$ cat config.mk
export PLATFORM = sky130hd
export DESIGN_NAME = cnn_addr_ctrl
export DESIGN_NICKNAME = d
export VERILOG_FILES = /design/src/rtl/cnn_dims_pkg.sv /design/src/rtl/cnn_ctrl_pkg.sv /design/src/rtl/addr_stream_if.sv /design/src/rtl/conv_window_addr.sv /design/src/rtl/pool_window_addr.sv /design/src/rtl/layer_sequencer.sv /design/src/rtl/cnn_addr_ctrl.sv
export SDC_FILE = /design/constraint.sdc
export NUM_CORES = 1
export LEC_CHECK = 0
export ABC_AREA = 0
export BUFFER_PORTS_ARGS = -buffer_cell sky130_fd_sc_hd__buf_2
export CAP_MARGIN = 20
export CORE_MARGIN = 1.5
export CORE_UTILIZATION = 30
export DETAILED_ROUTE_END_ITERATION = 8
export PLACE_DENSITY_LB_ADDON = 0.2
export REMOVE_ABC_BUFFERS = 1
export SYNTH_ARGS = -nofsm -noshare
export SYNTH_HDL_FRONTEND = slang
export SYNTH_HIERARCHICAL = 1
export SYNTH_SLANG_ARGS = --single-unit
$ cat constraint.sdc
create_clock -name clk -period 7.1 [get_ports clk]
set_input_delay 1.42 -clock clk [delete_from_list [all_inputs] [get_ports clk]]
set_output_delay 1.42 -clock clk [all_outputs]
set_load 0.1 [all_outputs]
$ cat src/rtl/cnn_dims_pkg.sv
//////////////////////////////////////////////////////////////////////
// LeNet layer 1 sizes: 28x28 image, two 5x5 kernels, 2x2 max-pool.
// Address widths are derived from these sizes and must not be narrowed.
//////////////////////////////////////////////////////////////////////
`default_nettype none

package cnn_dims_pkg;

    // input image
    localparam int IMG_W      = 28;
    localparam int IMG_PIXELS = IMG_W * IMG_W;

    // convolution 1 kernels
    localparam int K_W    = 5;
    localparam int K_TAPS = K_W * K_W;
    localparam int NUM_K  = 2;

    // valid convolution, no padding
    localparam int CONV_W      = IMG_W - K_W + 1;
    localparam int CONV_PIXELS = CONV_W * CONV_W;

    // 2x2 pooling, stride 2
    localparam int POOL_W      = CONV_W / 2;
    localparam int POOL_PIXELS = POOL_W * POOL_W;

    localparam int IMG_AW  = $clog2(IMG_PIXELS);
    localparam int K_AW    = $clog2(NUM_K * K_TAPS);
    localparam int FMAP_AW = $clog2(NUM_K * CONV_PIXELS);
    localparam int POOL_AW = $clog2(NUM_K * POOL_PIXELS);

    // image memory, row-major
    typedef logic [IMG_AW-1:0] img_addr_t;
    // kernel k starts at k * K_TAPS
    typedef logic [K_AW-1:0] k_addr_t;
    // channel k map starts at k * CONV_PIXELS
    typedef logic [FMAP_AW-1:0] fmap_addr_t;
    // channel k pooled map starts at k * POOL_PIXELS
    typedef logic [POOL_AW-1:0] pool_addr_t;

endpackage

`default_nettype wire

$ cat src/rtl/cnn_ctrl_pkg.sv
//////////////////////////////////////////////////////////////////////
// Layer phases of the address controller, one pass per start.
//////////////////////////////////////////////////////////////////////
`default_nettype none

package cnn_ctrl_pkg;

    // one phase per layer step, DONE holds until the next start
    typedef enum logic [2:0] {
        IDLE,
        LOAD,
        CONV,
        POOL,
        DONE
    } phase_t;

endpackage

`default_nettype wire

$ cat src/rtl/addr_stream_if.sv
//////////////////////////////////////////////////////////////////////
// Convolution address stream, valid/ready, held item until transfer.
//////////////////////////////////////////////////////////////////////
`timescale 1ns/100ps
`default_nettype none

interface addr_stream_if
    import cnn_dims_pkg::*;
();

    logic       valid;
    logic       ready;
    img_addr_t  img_addr;
    k_addr_t    k_addr;
    fmap_addr_t out_addr;
    // marks the 25th tap of an output pixel
    logic       last_tap;

    modport source (
        output valid, img_addr, k_addr, out_addr, last_tap,
        input  ready
    );

    modport sink (
        input  valid, img_addr, k_addr, out_addr, last_tap,
        output ready
    );

endinterface

`default_nettype wire

$ cat src/rtl/conv_window_addr.sv
//////////////////////////////////////////////////////////////////////
// Walks conv 1 as kernel, row, col, tap. No multipliers, running bases.
// go restarts the walk at once, so issue it only when idle.
//////////////////////////////////////////////////////////////////////
`timescale 1ns/100ps
`default_nettype none

module conv_window_addr
    import cnn_dims_pkg::*;
(
    input  logic          clk,
    input  logic          reset,
    input  logic          go,
    output logic          finished,
    addr_stream_if.source stream
);

    logic       kern;
    logic [4:0] row, col;
    logic [2:0] kr, kc;
    logic       valid;

    // row_base = row*28, win_base = row_base + col, tap_base = win_base + kr*28
    img_addr_t  row_base, win_base, tap_base, img_addr, next_win;
    k_addr_t    k_base, k_addr;
    fmap_addr_t out_addr;

    logic kc_end, kr_end, col_end, row_end, tap_end, last_item, xfer;

    assign kc_end    = (kc == 3'(K_W - 1));
    assign kr_end    = (kr == 3'(K_W - 1));
    assign col_end   = (col == 5'(CONV_W - 1));
    assign row_end   = (row == 5'(CONV_W - 1));
    assign tap_end   = kc_end && kr_end;
    assign last_item = tap_end && col_end && row_end && (kern == 1'(NUM_K - 1));
    assign xfer      = valid && stream.ready;
    assign finished  = xfer && last_item;

    // top-left corner of the next output window
    always_comb begin
        if (!col_end)
            next_win = win_base + 1'b1;
        else if (!row_end)
            next_win = row_base + img_addr_t'(IMG_W);
        else
            next_win = '0;
    end

    always_ff @(posedge clk or posedge reset) begin
        if (reset) begin
            valid    <= 1'b0;
            kern     <= 1'b0;
            row      <= '0;
            col      <= '0;
            kr       <= '0;
            kc       <= '0;
            row_base <= '0;
            win_base <= '0;
            tap_base <= '0;
            img_addr <= '0;
            k_base   <= '0;
            k_addr   <= '0;
            out_addr <= '0;
        end else if (go) begin
            valid    <= 1'b1;
            kern     <= 1'b0;
            row      <= '0;
            col      <= '0;
            kr       <= '0;
            kc       <= '0;
            row_base <= '0;
            win_base <= '0;
            tap_base <= '0;
            img_addr <= '0;
            k_base   <= '0;
            k_addr   <= '0;
            out_addr <= '0;
        end else if (xfer) begin
            if (last_item) begin
                valid <= 1'b0;
            end else if (!kc_end) begin
                kc       <= kc + 1'b1;
                img_addr <= img_addr + 1'b1;
                k_addr   <= k_addr + 1'b1;
            end else if (!kr_end) begin
                // next kernel row, one image row down
                kc       <= '0;
                kr       <= kr + 1'b1;
                tap_base <= tap_base + img_addr_t'(IMG_W);
                img_addr <= tap_base + img_addr_t'(IMG_W);
                k_addr   <= k_addr + 1'b1;
            end else begin
                // output pixel complete
                kc       <= '0;
                kr       <= '0;
                out_addr <= out_addr + 1'b1;
                win_base <= next_win;
                tap_base <= next_win;
                img_addr <= next_win;
                if (!col_end) begin
                    col    <= col + 1'b1;
                    k_addr <= k_base;
                end else begin
                    col <= '0;
                    if (!row_end) begin
                        row      <= row + 1'b1;
                        row_base <= row_base + img_addr_t'(IMG_W);
                        k_addr   <= k_base;
                    end else begin
                        // move on to the next kernel
                        row      <= '0;
                        row_base <= '0;
                        kern     <= kern + 1'b1;
                        k_base   <= k_base + k_addr_t'(K_TAPS);
                        k_addr   <= k_base + k_addr_t'(K_TAPS);
                    end
                end
            end
        end
    end

    assign stream.valid    = valid;
    assign stream.img_addr = img_addr;
    assign stream.k_addr   = k_addr;
    assign stream.out_addr = out_addr;
    assign stream.last_tap = tap_end;

    a_img_in_range: assert property (@(posedge clk) disable iff (reset)
        valid |-> (img_addr < img_addr_t'(IMG_PIXELS)));

    a_hold_item: assert property (@(posedge clk) disable iff (reset)
        (valid && !stream.ready) |=> (valid && $stable(img_addr) && $stable(k_addr)
            && $stable(out_addr) && $stable(tap_end)));

endmodule

`default_nettype wire

$ cat src/rtl/pool_window_addr.sv
//////////////////////////////////////////////////////////////////////
// Walks pooling 1 as channel, pooled row, pooled col; 2x2 stride 2.
//////////////////////////////////////////////////////////////////////
`timescale 1ns/100ps
`default_nettype none

module pool_window_addr
    import cnn_dims_pkg::*;
(
    input  logic       clk,
    input  logic       reset,
    input  logic       go,
    output logic       finished,
    output logic       valid,
    input  logic       ready,
    output fmap_addr_t rd_addr [4],
    output pool_addr_t wr_addr
);

    logic       ch;
    logic [3:0] pr, pc;
    // top-left of the 2x2 window in the conv map
    fmap_addr_t base;
    logic       pc_end, last_item, xfer;

    assign pc_end    = (pc == 4'(POOL_W - 1));
    assign last_item = pc_end && (pr == 4'(POOL_W - 1)) && (ch == 1'(NUM_K - 1));
    assign xfer      = valid && ready;
    assign finished  = xfer && last_item;

    always_ff @(posedge clk or posedge reset) begin
        if (reset) begin
            valid   <= 1'b0;
            ch      <= 1'b0;
            pr      <= '0;
            pc      <= '0;
            base    <= '0;
            wr_addr <= '0;
        end else if (go) begin
            valid   <= 1'b1;
            ch      <= 1'b0;
            pr      <= '0;
            pc      <= '0;
            base    <= '0;
            wr_addr <= '0;
        end else if (xfer) begin
            if (last_item) begin
                valid <= 1'b0;
            end else begin
                // pooled map is row-major across channels
                wr_addr <= wr_addr + 1'b1;
                if (!pc_end) begin
                    pc   <= pc + 1'b1;
                    base <= base + fmap_addr_t'(2);
                end else begin
                    // skip the second row of the pair, also lands on next channel
                    pc   <= '0;
                    base <= base + fmap_addr_t'(CONV_W + 2);
                    if (pr != 4'(POOL_W - 1)) begin
                        pr <= pr + 1'b1;
                    end else begin
                        pr <= '0;
                        ch <= ch + 1'b1;
                    end
                end
            end
        end
    end

    assign rd_addr[0] = base;
    assign rd_addr[1] = base + fmap_addr_t'(1);
    assign rd_addr[2] = base + fmap_addr_t'(CONV_W);
    assign rd_addr[3] = base + fmap_addr_t'(CONV_W + 1);

    a_hold_item: assert property (@(posedge clk) disable iff (reset)
        (valid && !ready) |=> (valid && $stable(base) && $stable(wr_addr)));

endmodule

`default_nettype wire

$ cat src/rtl/layer_sequencer.sv
//////////////////////////////////////////////////////////////////////
// Phase FSM: LOAD takes 784 pixels, then one conv and one pool walk.
//////////////////////////////////////////////////////////////////////
`timescale 1ns/100ps
`default_nettype none

module layer_sequencer
    import cnn_dims_pkg::*, cnn_ctrl_pkg::*;
(
    input  logic      clk,
    input  logic      reset,
    input  logic      start,
    input  logic      pix_valid,
    output logic      pix_ready,
    output img_addr_t img_wr_addr,
    output logic      conv_go,
    input  logic      conv_finished,
    output logic      pool_go,
    input  logic      pool_finished,
    output logic      done,
    output phase_t    phase
);

    phase_t state;
    logic   load_last;

    assign load_last = pix_valid && (img_wr_addr == img_addr_t'(IMG_PIXELS - 1));

    always_ff @(posedge clk or posedge reset) begin
        if (reset) begin
            state       <= IDLE;
            img_wr_addr <= '0;
            conv_go     <= 1'b0;
            pool_go     <= 1'b0;
        end else begin
            // go pulses last one cycle, raised on phase entry
            conv_go <= 1'b0;
            pool_go <= 1'b0;
            case (state)
                IDLE, DONE: begin
                    if (start) begin
                        state       <= LOAD;
                        img_wr_addr <= '0;
                    end
                end
                LOAD: begin
                    if (load_last) begin
                        state       <= CONV;
                        conv_go     <= 1'b1;
                        img_wr_addr <= '0;
                    end else if (pix_valid) begin
                        img_wr_addr <= img_wr_addr + 1'b1;
                    end
                end
                CONV: begin
                    if (conv_finished) begin
                        state   <= POOL;
                        pool_go <= 1'b1;
                    end
                end
                POOL: begin
                    if (pool_finished)
                        state <= DONE;
                end
                default: state <= IDLE;
            endcase
        end
    end

    assign pix_ready = (state == LOAD);
    assign done      = (state == DONE);
    assign phase     = state;

    a_conv_go_in_phase: assert property (@(posedge clk) disable iff (reset)
        conv_go |-> (state == CONV));

    a_pool_go_in_phase: assert property (@(posedge clk) disable iff (reset)
        pool_go |-> (state == POOL));

endmodule

`default_nettype wire

$ cat src/rtl/cnn_addr_ctrl.sv
//////////////////////////////////////////////////////////////////////
// Address side of LeNet layer 1; addresses and flags only, no data.
//////////////////////////////////////////////////////////////////////
`timescale 1ns/100ps
`default_nettype none

module cnn_addr_ctrl
    import cnn_dims_pkg::*;
(
    input  logic       clk,
    input  logic       reset,
    input  logic       start,
    input  logic       pix_valid,
    output logic       pix_ready,
    output img_addr_t  img_wr_addr,
    output logic       conv_valid,
    input  logic       conv_ready,
    output img_addr_t  conv_img_addr,
    output k_addr_t    conv_k_addr,
    output fmap_addr_t conv_out_addr,
    output logic       conv_last_tap,
    output logic       pool_valid,
    input  logic       pool_ready,
    output fmap_addr_t pool_rd_addr0,
    output fmap_addr_t pool_rd_addr1,
    output fmap_addr_t pool_rd_addr2,
    output fmap_addr_t pool_rd_addr3,
    output pool_addr_t pool_wr_addr,
    output logic       done
);

    logic       conv_go, conv_finished;
    logic       pool_go, pool_finished;
    fmap_addr_t pool_rd [4];

    addr_stream_if conv_if ();

    // phase is left for debug probes
    layer_sequencer u_seq (
        .clk           (clk),
        .reset         (reset),
        .start         (start),
        .pix_valid     (pix_valid),
        .pix_ready     (pix_ready),
        .img_wr_addr   (img_wr_addr),
        .conv_go       (conv_go),
        .conv_finished (conv_finished),
        .pool_go       (pool_go),
        .pool_finished (pool_finished),
        .done          (done),
        .phase         ()
    );

    conv_window_addr u_conv (
        .clk      (clk),
        .reset    (reset),
        .go       (conv_go),
        .finished (conv_finished),
        .stream   (conv_if.source)
    );

    pool_window_addr u_pool (
        .clk      (clk),
        .reset    (reset),
        .go       (pool_go),
        .finished (pool_finished),
        .valid    (pool_valid),
        .ready    (pool_ready),
        .rd_addr  (pool_rd),
        .wr_addr  (pool_wr_addr)
    );

    // sink side of the conv stream onto plain ports
    assign conv_if.ready = conv_ready;
    assign conv_valid    = conv_if.valid;
    assign conv_img_addr = conv_if.img_addr;
    assign conv_k_addr   = conv_if.k_addr;
    assign conv_out_addr = conv_if.out_addr;
    assign conv_last_tap = conv_if.last_tap;

    assign pool_rd_addr0 = pool_rd[0];
    assign pool_rd_addr1 = pool_rd[1];
    assign pool_rd_addr2 = pool_rd[2];
    assign pool_rd_addr3 = pool_rd[3];

endmodule

`default_nettype wire

==> results.toml, run 1 <==
[worst_setup_path]
critPathArrivalTime_ns = 2.63
crit-reg2reg-launch = "u_conv/row[0]"
start_kind = "register"
worstPathRequired_ns = 5.68
critPathCaptureType = "output pin"
reg2reg_depth = 6
path_class = "reg2out"
r2r_slack_ns = 3.98
timing.rr.end = "u_conv/stream.img_addr[3]"
crit_fanout = 16

[detailed_routing]
drtPass1Iterations = 4
met2_length_um = 9980
vias = 6615
wl_per_cell_um = 16.6
dr.max_layer_used = "met4"
dr_wl_met3_um = 675
drtIter0Drc = 407
route.detailed.drc = 0
wl_met1_um = 10200
routed_wl_um = 21100
via_per_inst = 5.22
drtAntennaViolNets = 0

[placement]
dpl.hpwl_um = 14300
placed_cells = 1236
routabilityCongestion = 0.789
placed_area_um2 = 8370
port_buffers = 96

[sta]
finalMaxSlewViolations = 0
relSlewSlack = 0.341
clock_skew_ns = 0.00942
tns_ns = 0
rsz0062_at_grt = "false"
fmax_mhz = 247
finalSetupViolCount = 0
period_needed_ns = 4.05
finalHoldWorstSlack_ns = 0.492
worstMarginPinSlew_ns = 0.989
timing.final.crit_share = 0.570
hold_viol_final = 0

[floorplanning]
dieArea_um2 = 26700
core_um2 = 25200
start_util = 0.306
io_pins = 101
rows = 58
die_h_um = 163
die_x_um = 163

[clock_network]
post_cts_buffers = 0
htreeDepth = 4
clk_pin_slew_ns = 0.06
hold_buffers = 0
clk_latency_ns = 0.42
cts_tree = "built"
clockBufferDepth = 2
cts.sink_count = 125
cts_root_buffer = "clkbuf_16"
cts_resized = 0
cts_made_buffers = 17

[logic_synthesis]
synth_edf_count = 0
yosysMostFrequentCell = "dfrtp_1"
synthArstFlopShare = 1.00
synthesis.area_um2 = 7720
synthCells = 863
ys_seq_area_frac = 0.405
synth_top_area_share = 0.405
synth_commonest_cells = "125 x dfrtp_1, 89 x nand2_1, 67 x nor2_1"
synth_top_cell_by_area = "dfrtp_1"
synth.avg_cell_area_um2 = 8.94
ys_seq_elements = 125
synth_warnings = 6
synthDistinctLibCells = 89
synth_ff_type = "dfrtp_1"
yosys-top-cells-area = "dfrtp_1 41%, nand2_1 4.3%, a21oi_1 4.3%"

[layout]
num-fill-cells = 2605
drive_gt1_frac = 0.184
n_antenna_cell = 0
instances_no_fill = 1268
syn_to_final_growth_pct = 16.1
fin_nets = 951
fin_area_um2 = 8960

[grt]
grt_max_degree = 70
grtUsageTotal = 0.164
antenna_found_initial = 0
grt_remaining_overflow = 0
grt_pass1_wl_um = 34700
grt_pass1_vias = 6481

[outcome]
status = "complete, no violations"

[run]
maxCapViolCount = 0

[pwr]
p_leak_nw = 4.05
peakVddDrop_mv = 0.521
p_per_area_nw_per_um2 = 442

[hold_path]
min_to = "u_conv/row_base[1]"
worstHoldStart = "u_conv/row_base[1]"
worstHoldPathCells = 1
hold_path_class = "reg2reg"
layout by cell type, fill, tap and decap left out, types with 4 or more instances in the layout:
| cell type | instances |
|---|---|
| a211oi_1 | 7 |
| a21oi_1 | 66 |
| a311oi_1 | 4 |
| a31oi_1 | 8 |
| and2_1 | 11 |
| and3_1 | 10 |
| and4_1 | 5 |
| buf_2 | 96 |
| buf_4 | 9 |
| clkbuf_16 | 17 |
| conb_1 | 4 |
| dfrtp_1 | 124 |
| ha_1 | 20 |
| inv_1 | 23 |
| mux2i_1 | 10 |
| nand2_1 | 89 |
| nand3_1 | 47 |
| nand4_1 | 16 |
| nor2_1 | 67 |
| nor2b_1 | 7 |
| nor3_1 | 28 |
| nor4_1 | 9 |
| o211ai_1 | 13 |
| o21a_1 | 6 |
| o21ai_0 | 46 |
| o22ai_1 | 5 |
| o311ai_0 | 5 |
| o31ai_1 | 7 |
| or2_2 | 4 |
| or3_1 | 12 |
| or4_1 | 12 |
| xnor2_1 | 20 |
| xor2_1 | 33 |
power breakdown:
part / switching [W] / internal, W
sequential: 0.000238 / 0.000861
combinational: 0.00161 / 0.000369
clock: 0.000346 / 0.000530
critical path, stage by stage (launching register included):
cell and delay, ns:
dfrtp_1 0.41, inv_1 0.07, ha_1 0.23, and2_1 0.53
nand2_1 0.25, inv_2 0.25, buf_2 0.47
worst max-delay path by stage:
stage                             endpoint  slack (ns)      startpoint
after floorplan           pool_rd_addr2[9]        0.72  u_pool/base[3]
after global placement       conv_last_tap        3.58    u_conv/kc[0]
after detailed placement     conv_last_tap        3.48    u_conv/kc[0]
after CTS                    conv_last_tap        3.02    u_conv/kc[0]
after global routing         conv_last_tap        2.89    u_conv/kc[1]
final                        conv_last_tap        3.05    u_conv/kc[0]
final cells by class:
class                           instances  area [um2]  area share
Tap cell                              330         413      0.0461
Clock buffer                           20         447      0.0499
Clock inverter                         12         138      0.0154
Sequential cell                       125        3130       0.349
Timing Repair Buffer                  105         548      0.0612
Multi-Input combinational cell        651        4190       0.467
Inverter                               25        95.1      0.0106
kinds of logic after synthesis:
kind of cell	synth area share
buf+inv	0.0532
simple gates	0.236
fa+ha+maj	0.0324
xor+xnor	0.0601
flops	0.405
other cells	0.000973
mux	0.0188
compound gates	0.193
state kept, by name, indices dropped and copies added (netlist names), 9 cells and up:
name                    cells
u_conv/row_base            10
u_conv/stream.img_addr     10
u_conv/stream.out_addr     11
u_conv/tap_base            10
u_conv/win_base            10
u_pool/base                10
u_pool/wr_addr              9
u_seq/img_wr_addr          10
stage by stage:
step	utilization	total power [W]	setup WS [ns]
after floorplan	-	0.00276	0.724
after global placement	0.332	0.00309	3.58
after detailed placement	0.332	0.00310	3.48
after CTS	0.356	0.00399	3.02
after global routing	0.356	0.00415	2.89
final	0.356	0.00396	3.05
layer usage:
layer | track usage | vias up
li1 | - | 3252
met1 | 0.231 | 3240
met2 | 0.258 | 111
met3 | 0.0267 | 12
met4 | 0.0430 | 0
met5 | 0 | -
No activity file was read; power rests on OpenSTA's default activity.
==> inputs of run 2 (changes only) <==
==> constraint.sdc (replaced) <==
create_clock -name clk -period 3.88 [get_ports clk]
set_input_delay 0.776 -clock clk [delete_from_list [all_inputs] [get_ports clk]]
set_output_delay 0.776 -clock clk [all_outputs]
set_load 0.1 [all_outputs]
==> run 2 against run 1 <==
Against the previous run: sequential cell count did not move; sequential share of layout area rose by 0.088 points; worst hold slack worse by 0.030 ns; first-iteration DRC count down 2.5%; cell count grew 0.32%; highest routed layer unchanged.
==> results.toml, run 2 (synthesis results as in run 1) <==
[outcome]
status = "complete, no violations"

[floorplanning]
core_um2 = 25200
start_util = 0.306
die_x_um = 163
die_h_um = 163
rows = 58
io_pins = 101
dieArea_um2 = 26700

[layout]
post-route-util = 0.355
fin_nets = 955
syn_to_final_growth_pct = 15.8
final_cell_mix = "124 x dfrtp_1, 96 x buf_2, 89 x nand2_1, 67 x nor2_1, 66 x a21oi_1"
drive_gt1_frac = 0.188
largest_register_ffs = 11
fin_area_um2 = 8930
top_register = "u_conv/stream.out_addr"
instances_no_fill = 1272
final_common_cell = "dfrtp_1"
n_antenna_cell = 0

[sta]
clock_skew_ns = 0.0131
rsz0062_at_grt = "false"
fmax_mhz = 313
finalSetupViolCount = 0
relSlewSlack = 0.348
finalMaxSlewViolations = 0
finalHoldWorstSlack_ns = 0.462
tns_ns = 0
timing.final.crit_share = 0.822
worstMarginPinSlew_ns = 0.977
hold_viol_final = 0
period_needed_ns = 3.19

[clock_network]
cts_resized = 0
cts.sink_count = 125
cts_made_buffers = 17
cts_tree = "built"
htreeDepth = 4
clk_latency_ns = 0.41
clk_pin_slew_ns = 0.06
cts_root_buffer = "clkbuf_16"
post_cts_buffers = 0
clockBufferDepth = 2
hold_buffers = 0

[pwr]
p_per_area_nw_per_um2 = 795
peakVddDrop_mv = 0.914
p_leak_nw = 4.05

[detailed_routing]
drtIter0Drc = 397
via_per_inst = 5.27
drtPass1Iterations = 6
route.detailed.drc = 0
routed_wl_um = 21300
drtAntennaViolNets = 0
wl_per_cell_um = 16.7
vias = 6700

[worst_setup_path]
crit-reg2reg-launch = "u_conv/kc[0]"
worstPathRequired_ns = 3.10
path_depth = 7
cpPeakStageDelay_ns = 0.48
crit_family = "buffers and inverters"
r2r_slack_ns = 0.96
cp_slowest_cell = "buf_2"
crit_buf_inv = 4
critPathCaptureType = "output pin"
path_cells = "inv_1 -> ha_1 -> and2_1 -> buf_4 -> nand2_1 -> inv_2 -> buf_2"
start_kind = "register"
timing.rr.end = "u_conv/tap_base[8]"
path_class = "reg2out"
crit_fanout = 16
reg2reg_depth = 10
critPathArrivalTime_ns = 2.41

[grt]
use_met3 = 0.0287
busiest_layer = "met2"
grt_remaining_overflow = 0
grt_max_degree = 49
grtUsageTotal = 0.166
grt_pass1_vias = 6375
grt_util_met1 = 0.237
antenna_found_initial = 0
use_met2 = 0.250
grt_pass1_wl_um = 35000

[placement]
dpl.hpwl_um = 14700
port_buffers = 96
routabilityCongestion = 0.776
placed_area_um2 = 8400
placed_cells = 1240

[run]
maxCapViolCount = 0

[hold_path]
hold_path_class = "in2async"
[run 2: changes by cell type in the layout (fill, tap and decap cells not counted), sizes merged]
cell,previous run,this run
bufinv,2,0
buf,105,109
clkinv,6,10
inv,27,24
clkbuf,20,21
[run 2: layer usage]
layer	vias to the layer above	routed length, um
met2	144	9670
met3	20	795
met4	0	342
met5	-	0
met1	3286	10500
li1	3250	-
[run 2: power by group]
part           switching, W  internal [W]  total (W)
Sequential         0.000436       0.00158    0.00201
Combinational       0.00296      0.000682    0.00365
Clock              0.000600      0.000845    0.00145
Total               0.00400       0.00310    0.00710
[run 2: layout make-up]
cell class | instances | area (um2)
fill | 2591 | 16200
clock inverter | 11 | 71.3
timing repair buffer | 109 | 578
tap | 330 | 413
multi-input combinational | 651 | 4190
sequential | 125 | 3130
clock buffer | 21 | 460
inverter | 25 | 95.1
[run 2: worst max path at each step]
stage | from | to | slack, ns
after detailed placement | u_conv/kc[0] | u_conv/stream.img_addr[6] | 0.95
after floorplan | u_pool/base[3] | pool_rd_addr2[9] | -1.85
after CTS | u_conv/kc[0] | conv_last_tap | 0.68
after global placement | u_conv/kc[0] | u_conv/tap_base[8] | 0.97
after global routing | u_pool/base[3] | pool_rd_addr3[7] | 0.51
final | u_conv/kc[0] | conv_last_tap | 0.69
[run 2: through the flow]
step | power (W) | setup slack, ns
after global routing | 0.00747 | 0.512
final | 0.00710 | 0.690
after CTS | 0.00717 | 0.675
after global placement | 0.00567 | 0.974
after detailed placement | 0.00569 | 0.954
after floorplan | 0.00505 | -1.85
